File: src/verilog/pagerank_pkg.sv
// PageRank compute unit shared widths, tags, bus structs and queue depths
package pagerank_pkg;

	////////////////////
	// Widths and depths
	////////////////////

	localparam int VERTEX_ID_BITS       = 16;
	localparam int EDGE_COUNT_BITS      = 16;
	localparam int RANK_BITS            = 32;
	localparam int COUNTER_BITS         = 32;
	localparam int VERTEX_QUEUE_DEPTH   = 16;
	localparam int READ_CMD_QUEUE_DEPTH = 16;

	////////////////////
	// Types
	////////////////////

	// Target array of a read, idle code is never issued
	typedef enum logic [1:0] {
		ARRAY_IDLE = 2'b00,
		EDGE_ARRAY = 2'b01,
		GRAPH_DATA = 2'b10
	} array_tag_t;

	typedef struct packed {
		logic                       valid;
		logic [VERTEX_ID_BITS-1:0]  vertex_id;
		logic [VERTEX_ID_BITS-1:0]  edge_start;
		logic [EDGE_COUNT_BITS-1:0] edge_count;
	} vertex_job_t;

	typedef struct packed {
		logic                      valid;
		array_tag_t                tag;
		logic [VERTEX_ID_BITS-1:0] address;
	} read_command_t;

	// One response word, seen as a neighbour id or as a rank value
	typedef union packed {
		struct packed {
			logic [RANK_BITS-VERTEX_ID_BITS-1:0] pad;
			logic [VERTEX_ID_BITS-1:0]           neighbour_id;
		} edge_array;
		logic [RANK_BITS-1:0] graph_data;
	} response_word_u;

	typedef struct packed {
		logic           valid;
		array_tag_t     tag;
		response_word_u word;
	} read_response_t;

	typedef struct packed {
		logic                      valid;
		logic [VERTEX_ID_BITS-1:0] vertex_id;
		logic [RANK_BITS-1:0]      rank_sum;
	} edge_write_t;

endpackage
File: src/verilog/pagerank_cu.sv
// PageRank vertex compute unit top, vertex queue, controllers, command arbiter and sum kernel
`timescale 1ns/1ps

module pagerank_cu (
	input  logic                                   clock,
	input  logic                                   rstn,
	input  logic                                   enabled_in,
	input  pagerank_pkg::vertex_job_t              vertex_job,
	output logic                                   vertex_job_request,
	input  pagerank_pkg::read_response_t           read_response,
	input  logic                                   read_command_bus_grant,
	output logic                                   read_command_bus_request,
	output pagerank_pkg::read_command_t            read_command_out,
	output pagerank_pkg::edge_write_t              edge_data_write_out,
	output logic [pagerank_pkg::COUNTER_BITS-1:0] vertex_num_counter,
	output logic [pagerank_pkg::COUNTER_BITS-1:0] edge_num_counter
);

	logic                         enabled;
	logic                         vertex_queue_almost_full;
	logic                         job_pop;
	logic                         stall;
	logic                         vertex_done;
	pagerank_pkg::vertex_job_t    queued_job;
	pagerank_pkg::vertex_job_t    current_job;
	pagerank_pkg::read_command_t  job_command;
	pagerank_pkg::read_command_t  data_command;
	pagerank_pkg::read_response_t edge_array_response;
	pagerank_pkg::read_response_t graph_data_response;

	////////////////////
	// Enable and job request
	////////////////////

	always_ff @(posedge clock or negedge rstn) begin
		if (!rstn) begin
			enabled            <= 1'b0;
			vertex_job_request <= 1'b0;
		end else begin
			enabled            <= enabled_in;
			vertex_job_request <= !vertex_queue_almost_full;
		end
	end

	// Vertex job queue
	sync_fifo #(
		.WIDTH($bits(pagerank_pkg::vertex_job_t)),
		.DEPTH(pagerank_pkg::VERTEX_QUEUE_DEPTH )
	) i_vertex_queue (
		.clock      (clock                   ),
		.rstn       (rstn                    ),
		.push       (vertex_job.valid        ),
		.data_in    (vertex_job              ),
		.pop        (job_pop                 ),
		.data_out   (queued_job              ),
		.full       (                        ),
		.almost_full(vertex_queue_almost_full),
		.empty      (                        )
	);

	response_decoder i_response_decoder (
		.clock              (clock              ),
		.rstn               (rstn               ),
		.response           (read_response      ),
		.edge_array_response(edge_array_response),
		.graph_data_response(graph_data_response)
	);

	////////////////////
	// Controllers
	////////////////////

	edge_job_control i_edge_job_control (
		.clock       (clock      ),
		.rstn        (rstn       ),
		.enabled     (enabled    ),
		.job         (queued_job ),
		.job_pop     (job_pop    ),
		.stall       (stall      ),
		.vertex_done (vertex_done),
		.edge_command(job_command),
		.current_job (current_job)
	);

	edge_data_control i_edge_data_control (
		.clock              (clock              ),
		.rstn               (rstn               ),
		.enabled            (enabled            ),
		.edge_array_response(edge_array_response),
		.edge_command       (data_command       )
	);

	read_command_arbiter i_read_command_arbiter (
		.clock       (clock                   ),
		.rstn        (rstn                    ),
		.job_command (job_command             ),
		.data_command(data_command            ),
		.stall       (stall                   ),
		.bus_grant   (read_command_bus_grant  ),
		.bus_request (read_command_bus_request),
		.command_out (read_command_out        )
	);

	// Sum and completion
	rank_sum_kernel i_rank_sum_kernel (
		.clock              (clock              ),
		.rstn               (rstn               ),
		.current_job        (current_job        ),
		.graph_data_response(graph_data_response),
		.vertex_done        (vertex_done        ),
		.edge_write         (edge_data_write_out),
		.vertex_num_counter (vertex_num_counter ),
		.edge_num_counter   (edge_num_counter   )
	);

endmodule

File: src/verilog/rank_sum_kernel.sv
// Rank sum kernel, accumulates neighbour ranks per vertex and emits the vertex write
`timescale 1ns/1ps

module rank_sum_kernel (
	input  logic                                   clock,
	input  logic                                   rstn,
	input  pagerank_pkg::vertex_job_t              current_job,
	input  pagerank_pkg::read_response_t           graph_data_response,
	output logic                                   vertex_done,
	output pagerank_pkg::edge_write_t              edge_write,
	output logic [pagerank_pkg::COUNTER_BITS-1:0] vertex_num_counter,
	output logic [pagerank_pkg::COUNTER_BITS-1:0] edge_num_counter
);

	logic [pagerank_pkg::RANK_BITS-1:0]       sum;
	logic [pagerank_pkg::RANK_BITS-1:0]       sum_next;
	logic [pagerank_pkg::EDGE_COUNT_BITS-1:0] tally;
	logic [pagerank_pkg::EDGE_COUNT_BITS-1:0] tally_next;
	logic                                     complete;
	logic                                     write_valid;
	logic [pagerank_pkg::VERTEX_ID_BITS-1:0]  write_vertex_id;
	logic [pagerank_pkg::RANK_BITS-1:0]       write_sum;

	////////////////////
	// Accumulate
	////////////////////

	always_comb begin
		sum_next   = sum;
		tally_next = tally;
		if (graph_data_response.valid) begin
			// Wraps at 32 bits
			sum_next   = sum + graph_data_response.word.graph_data;
			tally_next = tally + 1'b1;
		end
		// Done pulse masks the cycle before the job register clears
		complete = current_job.valid && !vertex_done && (tally_next == current_job.edge_count);
	end

	always_ff @(posedge clock or negedge rstn) begin
		if (!rstn) begin
			sum                <= '0;
			tally              <= '0;
			vertex_done        <= 1'b0;
			write_valid        <= 1'b0;
			vertex_num_counter <= '0;
			edge_num_counter   <= '0;
		end else begin
			sum         <= complete ? '0 : sum_next;
			tally       <= complete ? '0 : tally_next;
			vertex_done <= complete;
			write_valid <= complete;
			if (complete) begin
				vertex_num_counter <= vertex_num_counter + 1'b1;
			end
			if (graph_data_response.valid) begin
				edge_num_counter <= edge_num_counter + 1'b1;
			end
		end
	end

	////////////////////
	// Write strobe
	////////////////////

	always_ff @(posedge clock) begin
		if (complete) begin
			write_vertex_id <= current_job.vertex_id;
			write_sum       <= sum_next;
		end
	end

	always_comb begin
		edge_write.valid     = write_valid;
		edge_write.vertex_id = write_vertex_id;
		edge_write.rank_sum  = write_sum;
	end

endmodule

File: src/verilog/read_command_arbiter.sv
// Read command arbiter merging both sources round-robin into a bus-drained command queue
`timescale 1ns/1ps

module read_command_arbiter (
	input  logic                        clock,
	input  logic                        rstn,
	input  pagerank_pkg::read_command_t job_command,
	input  pagerank_pkg::read_command_t data_command,
	output logic                        stall,
	input  logic                        bus_grant,
	output logic                        bus_request,
	output pagerank_pkg::read_command_t command_out
);

	pagerank_pkg::read_command_t push_command;
	pagerank_pkg::read_command_t skid;
	pagerank_pkg::read_command_t skid_next;
	logic                        prefer_data;
	logic                        conflict;
	logic                        grant_r;
	logic                        queue_almost_full;
	logic                        queue_empty;

	////////////////////
	// Source merge
	////////////////////

	always_comb begin
		push_command = '0;
		skid_next    = '0;
		conflict     = 1'b0;
		if (skid.valid) begin
			// Held loser goes first while the job source is stalled
			push_command = skid;
			skid_next    = data_command;
		end else if (job_command.valid && data_command.valid) begin
			conflict = 1'b1;
			if (prefer_data) begin
				push_command = data_command;
				skid_next    = job_command;
			end else begin
				push_command = job_command;
				skid_next    = data_command;
			end
		end else if (data_command.valid) begin
			push_command = data_command;
		end else begin
			push_command = job_command;
		end
	end

	always_ff @(posedge clock or negedge rstn) begin
		if (!rstn) begin
			skid        <= '0;
			prefer_data <= 1'b0;
		end else begin
			skid <= skid_next;
			if (conflict) begin
				prefer_data <= !prefer_data;
			end
		end
	end

	// An occupied skid also holds the job source so it can never overflow
	assign stall = queue_almost_full || skid.valid;

	////////////////////
	// Bus side
	////////////////////

	always_ff @(posedge clock or negedge rstn) begin
		if (!rstn) begin
			grant_r     <= 1'b0;
			bus_request <= 1'b0;
		end else begin
			grant_r     <= bus_grant;
			bus_request <= !queue_empty;
		end
	end

	// Queue output register is the command output register
	sync_fifo #(
		.WIDTH($bits(pagerank_pkg::read_command_t)),
		.DEPTH(pagerank_pkg::READ_CMD_QUEUE_DEPTH )
	) i_command_queue (
		.clock      (clock             ),
		.rstn       (rstn              ),
		.push       (push_command.valid),
		.data_in    (push_command      ),
		.pop        (grant_r           ),
		.data_out   (command_out       ),
		.full       (                  ),
		.almost_full(queue_almost_full ),
		.empty      (queue_empty       )
	);

endmodule

File: src/verilog/edge_data_control.sv
// Edge data controller, turns each returned neighbour id into a graph-data read
`timescale 1ns/1ps

module edge_data_control (
	input  logic                         clock,
	input  logic                         rstn,
	input  logic                         enabled,
	input  pagerank_pkg::read_response_t edge_array_response,
	output pagerank_pkg::read_command_t  edge_command
);

	logic                                    command_valid;
	logic [pagerank_pkg::VERTEX_ID_BITS-1:0] command_address;

	// No stall here, the command queue margin covers reads already in flight
	always_ff @(posedge clock or negedge rstn) begin
		if (!rstn) begin
			command_valid <= 1'b0;
		end else begin
			command_valid <= enabled && edge_array_response.valid;
		end
	end

	// Neighbour id through the edge-array view of the word
	always_ff @(posedge clock) begin
		command_address <= edge_array_response.word.edge_array.neighbour_id;
	end

	always_comb begin
		edge_command.valid   = command_valid;
		edge_command.tag     = pagerank_pkg::GRAPH_DATA;
		edge_command.address = command_address;
	end

endmodule

File: src/verilog/edge_job_control.sv
// Edge job controller, takes one vertex job at a time and issues its edge-array reads
`timescale 1ns/1ps

module edge_job_control (
	input  logic                        clock,
	input  logic                        rstn,
	input  logic                        enabled,
	input  pagerank_pkg::vertex_job_t   job,
	output logic                        job_pop,
	input  logic                        stall,
	input  logic                        vertex_done,
	output pagerank_pkg::read_command_t edge_command,
	output pagerank_pkg::vertex_job_t   current_job
);

	pagerank_pkg::vertex_job_t                job_r;
	logic                                     busy;
	logic                                     pop_pending;
	logic [pagerank_pkg::EDGE_COUNT_BITS-1:0] edge_index;
	logic                                     issue;

	// Pop speculatively when idle, the queue output valid bit tells if a job came
	assign job_pop = enabled && !busy && !pop_pending;

	// One edge read per free cycle until the count is reached
	assign issue = busy && enabled && !stall && (edge_index != job_r.edge_count);

	always_comb begin
		edge_command.valid   = issue;
		edge_command.tag     = pagerank_pkg::EDGE_ARRAY;
		edge_command.address = job_r.edge_start + edge_index;
	end

	always_comb begin
		current_job       = job_r;
		current_job.valid = busy;
	end

	always_ff @(posedge clock) begin
		if (pop_pending && job.valid) begin
			job_r <= job;
		end
	end

	always_ff @(posedge clock or negedge rstn) begin
		if (!rstn) begin
			busy        <= 1'b0;
			pop_pending <= 1'b0;
			edge_index  <= '0;
		end else begin
			pop_pending <= job_pop;
			if (pop_pending && job.valid) begin
				busy       <= 1'b1;
				edge_index <= '0;
			end else begin
				// Vertex stays busy until the sum kernel reports it done
				if (vertex_done) begin
					busy <= 1'b0;
				end
				if (issue) begin
					edge_index <= edge_index + 1'b1;
				end
			end
		end
	end

endmodule

File: src/verilog/response_decoder.sv
// Read response decoder that registers the response and routes it by array tag
`timescale 1ns/1ps

module response_decoder (
	input  logic                        clock,
	input  logic                        rstn,
	input  pagerank_pkg::read_response_t response,
	output pagerank_pkg::read_response_t edge_array_response,
	output pagerank_pkg::read_response_t graph_data_response
);

	pagerank_pkg::read_response_t response_r;
	pagerank_pkg::array_tag_t     payload_tag;
	pagerank_pkg::response_word_u payload_word;
	logic                         edge_valid;
	logic                         graph_valid;

	////////////////////
	// Capture stage
	////////////////////

	always_ff @(posedge clock or negedge rstn) begin
		if (!rstn) begin
			response_r <= '0;
		end else begin
			response_r <= response;
		end
	end

	////////////////////
	// Route stage
	////////////////////

	// Idle tag falls through to neither output
	always_ff @(posedge clock or negedge rstn) begin
		if (!rstn) begin
			edge_valid  <= 1'b0;
			graph_valid <= 1'b0;
		end else begin
			edge_valid  <= response_r.valid && (response_r.tag == pagerank_pkg::EDGE_ARRAY);
			graph_valid <= response_r.valid && (response_r.tag == pagerank_pkg::GRAPH_DATA);
		end
	end

	always_ff @(posedge clock) begin
		payload_tag  <= response_r.tag;
		payload_word <= response_r.word;
	end

	// Both outputs share the payload and differ only in valid
	always_comb begin
		edge_array_response.valid = edge_valid;
		edge_array_response.tag   = payload_tag;
		edge_array_response.word  = payload_word;
		graph_data_response.valid = graph_valid;
		graph_data_response.tag   = payload_tag;
		graph_data_response.word  = payload_word;
	end

endmodule

File: src/verilog/sync_fifo.sv
// Synchronous FIFO with a registered one-cycle output and full, almost-full, empty flags
`timescale 1ns/1ps

module sync_fifo #(
	parameter int WIDTH = 32,
	parameter int DEPTH = 16
) (
	input  logic             clock,
	input  logic             rstn,
	input  logic             push,
	input  logic [WIDTH-1:0] data_in,
	input  logic             pop,
	output logic [WIDTH-1:0] data_out,
	output logic             full,
	output logic             almost_full,
	output logic             empty
);

	logic [WIDTH-1:0]           mem [0:DEPTH-1];
	logic [$clog2(DEPTH)-1:0]   wr_ptr;
	logic [$clog2(DEPTH)-1:0]   rd_ptr;
	logic [$clog2(DEPTH+1)-1:0] count;
	logic                       do_push;
	logic                       do_pop;

	// Push on full and pop on empty are dropped
	assign do_push = push && !full;
	assign do_pop  = pop && !empty;

	assign full        = (int'(count) == DEPTH);
	assign empty       = (count == '0);
	// Four or fewer free slots left
	assign almost_full = ((DEPTH - int'(count)) <= 4);

	always_ff @(posedge clock) begin
		if (do_push) begin
			mem[wr_ptr] <= data_in;
		end
	end

	always_ff @(posedge clock or negedge rstn) begin
		if (!rstn) begin
			wr_ptr   <= '0;
			rd_ptr   <= '0;
			count    <= '0;
			data_out <= '0;
		end else begin
			if (do_push) begin
				wr_ptr <= (int'(wr_ptr) == DEPTH - 1) ? '0 : wr_ptr + 1'b1;
			end
			if (do_pop) begin
				rd_ptr <= (int'(rd_ptr) == DEPTH - 1) ? '0 : rd_ptr + 1'b1;
			end
			case ({do_push, do_pop})
				2'b10:   count <= count + 1'b1;
				2'b01:   count <= count - 1'b1;
				default: count <= count;
			endcase
			// Popped word shows for one cycle, zero otherwise
			data_out <= do_pop ? mem[rd_ptr] : '0;
		end
	end

endmodule

File: config.mk
export PLATFORM = sky130hd
export DESIGN_NAME = pagerank_cu
export DESIGN_NICKNAME = d
export VERILOG_FILES = /design/src/verilog/pagerank_pkg.sv /design/src/verilog/pagerank_cu.sv /design/src/verilog/rank_sum_kernel.sv /design/src/verilog/read_command_arbiter.sv /design/src/verilog/edge_data_control.sv /design/src/verilog/edge_job_control.sv /design/src/verilog/response_decoder.sv /design/src/verilog/sync_fifo.sv
export SDC_FILE = /design/constraint.sdc
export NUM_CORES = 2
export LEC_CHECK = 0
export BUFFER_PORTS_ARGS = -buffer_cell sky130_fd_sc_hd__buf_2
export CAP_MARGIN = 20
export CORE_ASPECT_RATIO = 0.8
export CORE_MARGIN = 3
export CORE_UTILIZATION = 30
export CTS_BUF_LIST = sky130_fd_sc_hd__clkbuf_4
export DETAILED_ROUTE_END_ITERATION = 10
export HOLD_SLACK_MARGIN = 0.15
export PLACE_DENSITY_LB_ADDON = 0.12
export SETUP_SLACK_MARGIN = 0.4
export SLEW_MARGIN = 20
export SYNTH_ARGS = -nofsm -noshare
export SYNTH_HDL_FRONTEND = slang
export SYNTH_SLANG_ARGS = --single-unit
File: constraint.sdc
create_clock -name clock -period 9.97 [get_ports clock]
set_input_delay 0.997 -clock clock [delete_from_list [all_inputs] [get_ports clock]]
set_output_delay 0.997 -clock clock [all_outputs]
set_load 0.02 [all_outputs]
==> flow_summary.yaml <==
synthesis:
  yosys_warnings: 0
  synthesis.instances: 3079
  postSynth.asyncResetShare_pct: 18.9
  top_flip_flop_cell_by_instance_count_after_synthesis: "edfxtp_1"
  synth.ff_latch_count: 1519
  syn-mean-instance-area_sq_um: 19.3
  syn-num-nets: 3243
  synth_edf_count: 1184
  synthDistinctLibCells: 72
  mappedNetlistArea_sq_um: 59300
  part_of_the_yosys_area_used_for_sequential_elements_pct: 73.6
floorplanning:
  rows: 145
  core_area_sq_um: 196000
  die_area_sq_um: 203000
  height_of_the_die_um: 404
  width_of_the_chip_um: 503
  io_pins: 222
  floorplan.initialDensity_pct: 30.3
setup_path:
  cp.required_ns: 11.10
  worst-setup-path-type: "reg2reg"
  startpoint_type: "flop"
  critical_path.max_fanout: 47
  worst_setup_path_end_kind: "flop"
  critical_path_arrival_ns: 5.83
pwr:
  leakage_nw: 25.2
  total_power_mw: 18.1
  powerDensity_nw_per_um2: 259
  vdd.ir_drop.worst_v: 0.000187
timing:
  setup_repair_after_global_routing_missed_its_margin: "false"
  fmaxAchievable_mhz: 213
  max_slew.worst_pin.slew_ns: 1.02
  worst_slew_margin_rel_pct: 32.3
  setup_viol_count_final: 0
  finalWorstPathRequiredPeriod_ns: 4.70
  report.final.hold_viol_count: 0
  final.setup_skew_ns: 0.161
  fin_crit_sh_pct: 47.1
  layout_setup_ws_ns: 5.27
  setup_tns_ns: 0
  slew_violations: 0
clock_tree:
  cts_hold_buffers: 88
  ctsHtreeMaxLevel: 5
  cts_tree: "yes"
  cts_setup_buffers: 0
  tritoncts_num_sinks: 1519
  maximum_buffer_depth_of_the_clock_tree: 4
  number_of_buffers_created_by_cts: 409
  cts.root.buffer_cell: "clkbuf_4"
  clkLatencyLatePin_ns: 1.34
  path_clk_slew_ns: 0.07
  cts.repair.resized: 0
placement:
  finalWeightedCongestion: 0.759
  worst_setup_slack_before_clock_tree_synthesis_ns: 5.29
  place_inst: 5816
  dpl.hpwl_mm: 86.2
  port_buffers: 221
global_routing:
  grt_max_degree: 125
  globalRouteTotalUtil_pct: 15.1
  first_global_vias: 32800
  grt_pass1_wl_mm: 226
  grt_antenna_before_repair: 19
  grt_overflow_total: 0
routing:
  post_drt_via_cell_ratio: 4.62
  antenna_violating_nets_post_route: 0
  drt-total-wl_mm: 154
  initialDrtViolationCount: 1884
  router_iterations_before_antenna_repair: 5
  routed-via-count: 30700
  drt-wirelength-per-cell_um: 23.1
  drc: 0
finish:
  finish.utilization_pct: 35.7
  final_layout_size_suffix_gt1_share_pct: 33.5
  final_cell_count_no_fill: 6652
  synthToLayoutAreaGrowth_pct: 18.0
  design.final.nets: 3908
run_status:
  outcome: "completed"
job:
  max_cap_viol_count: 0
min_path:
  min_path_type: "reg2reg"
## area by class of cell
cell class                 count  area (sq um)
multi-input combinational   1388         15100
sequential                  1519         43700
clock buffer                 621          4660
fill                       18700        126000
timing repair buffer         382          2580
clock inverter               113           559
tap                         2572          3220
inverter                      44           165
antenna                       13          32.5
## path summary, 6_finish.rpt
kind	startpoint	to	slack, ns	depth (start not counted)
hold reg to reg	i_response_decoder.response_r[1]$_DFF_PN0_	i_response_decoder.payload_word[1]$_DFF_P_	0.26	0
max in group asynchronous	rstn	i_vertex_queue.rd_ptr[1]$_DFFE_PN0P_	8.08	3
hold / removal	i_response_decoder.response_r[1]$_DFF_PN0_	i_response_decoder.payload_word[1]$_DFF_P_	0.26	0
min in group asynchronous	rstn	i_read_command_arbiter.i_command_queue.data_out[6]$_DFF_PN0_	0.27	2
setup reg to reg	i_response_decoder.graph_valid$_DFF_PN0_	i_rank_sum_kernel.vertex_num_counter[10]$_DFFE_PN0P_	5.27	12
setup / recovery	i_response_decoder.graph_valid$_DFF_PN0_	i_rank_sum_kernel.vertex_num_counter[10]$_DFFE_PN0P_	5.27	12
## where the power goes
group	switching [mW]	internal [mW]	leakage, nW
clock network	2.61	2.94	3.12
logic	2.32	2.15	7.28
registers	0.484	7.61	14.8
## placed cells by master, fill, tap and decap left out, drive strengths merged, types with 13 or more instances in the layout
cell type	instances
a21o	26
a21oi	51
a22o	16
and2	95
and3	34
buf	294
clkbuf	621
clkinv	106
dfrtp	287
dfxtp	48
diode	13
dlygate4sd3	88
edfxtp	1184
ha	72
inv	45
mux2	27
mux2i	23
mux4	340
nand2	129
nand3	40
nand4	22
nor2	106
nor3	20
o21a	36
o21ai	58
xnor2	89
xor2	83
## flip-flops by register name, indices dropped and copies added (netlist names), 32 cells and up
signal	cells
i_vertex_queue.data_out	49
i_rank_sum_kernel.edge_num_counter	32
i_response_decoder.response_r	35
i_rank_sum_kernel.vertex_num_counter	32
i_response_decoder.payload_word	32
i_read_command_arbiter.i_command_queue.mem	304
i_rank_sum_kernel.sum	32
i_edge_job_control.current_job	48
i_rank_sum_kernel.write_sum	32
i_vertex_queue.mem	784
## Yosys cell counts, types with 43 or more instances
cell type	instances	share of area [%]
dfrtp_1	287	12
xor2_1	83	1.2
clkbuf_1	72	0.46
ha_1	72	1.5
inv_1	43	0.27
buf_1	45	0.28
mux4_2	340	13
nor2_1	106	0.67
dfxtp_1	48	1.6
o21ai_0	58	0.49
edfxtp_1	1184	60
nand2_1	129	0.82
xnor2_1	88	1.3
a21oi_1	51	0.43
and2_1	94	0.99
## stage by stage
stage | hold slack (ns) | cell area (sq um)
after global placement | 0.328 | 63900
after floorplan | 0.324 | 59300
final | 0.264 | 70000
after global routing | 0.140 | 70000
after detailed placement | 0.327 | 63900
after CTS | 0.156 | 70000
## worst max-delay path, stage by stage, from the launching register on
cell	delay, ns
dfrtp_2	0.34
buf_4	0.50
nand4_4	0.33
nor4_1	0.56
and3_1	0.31
xnor3_1	0.20
o2111ai_4	0.10
buf_4	0.29
nor4b_4	0.70
buf_4	0.34
and3_1	0.42
and4_1	0.26
xor2_1	0.14
## kinds of logic (layout without fill, tap and decap cells)
logic type	after synthesis	in the layout	synth area share (%)
simple gates	493	493	4.26
fa+ha+maj	76	76	1.65
flops	1519	1519	73.6
mux	390	390	13.8
xor+xnor	175	175	2.67
other cells	0	13	0
compound gates	254	254	2.85
buf+inv	172	1160	1.12
## per-layer routing
| layer | track usage (%) | routed length, um | part of all wire [%] |
|---|---|---|---|
| met4 | 4.32 | 3480 | 2.3 |
| met5 | 0 | 27 | 0.018 |
| met3 | 3.46 | 7260 | 4.7 |
| met2 | 24.0 | 72500 | 47 |
| met1 | 20.8 | 70200 | 46 |
(Power assumes the default switching activity.)
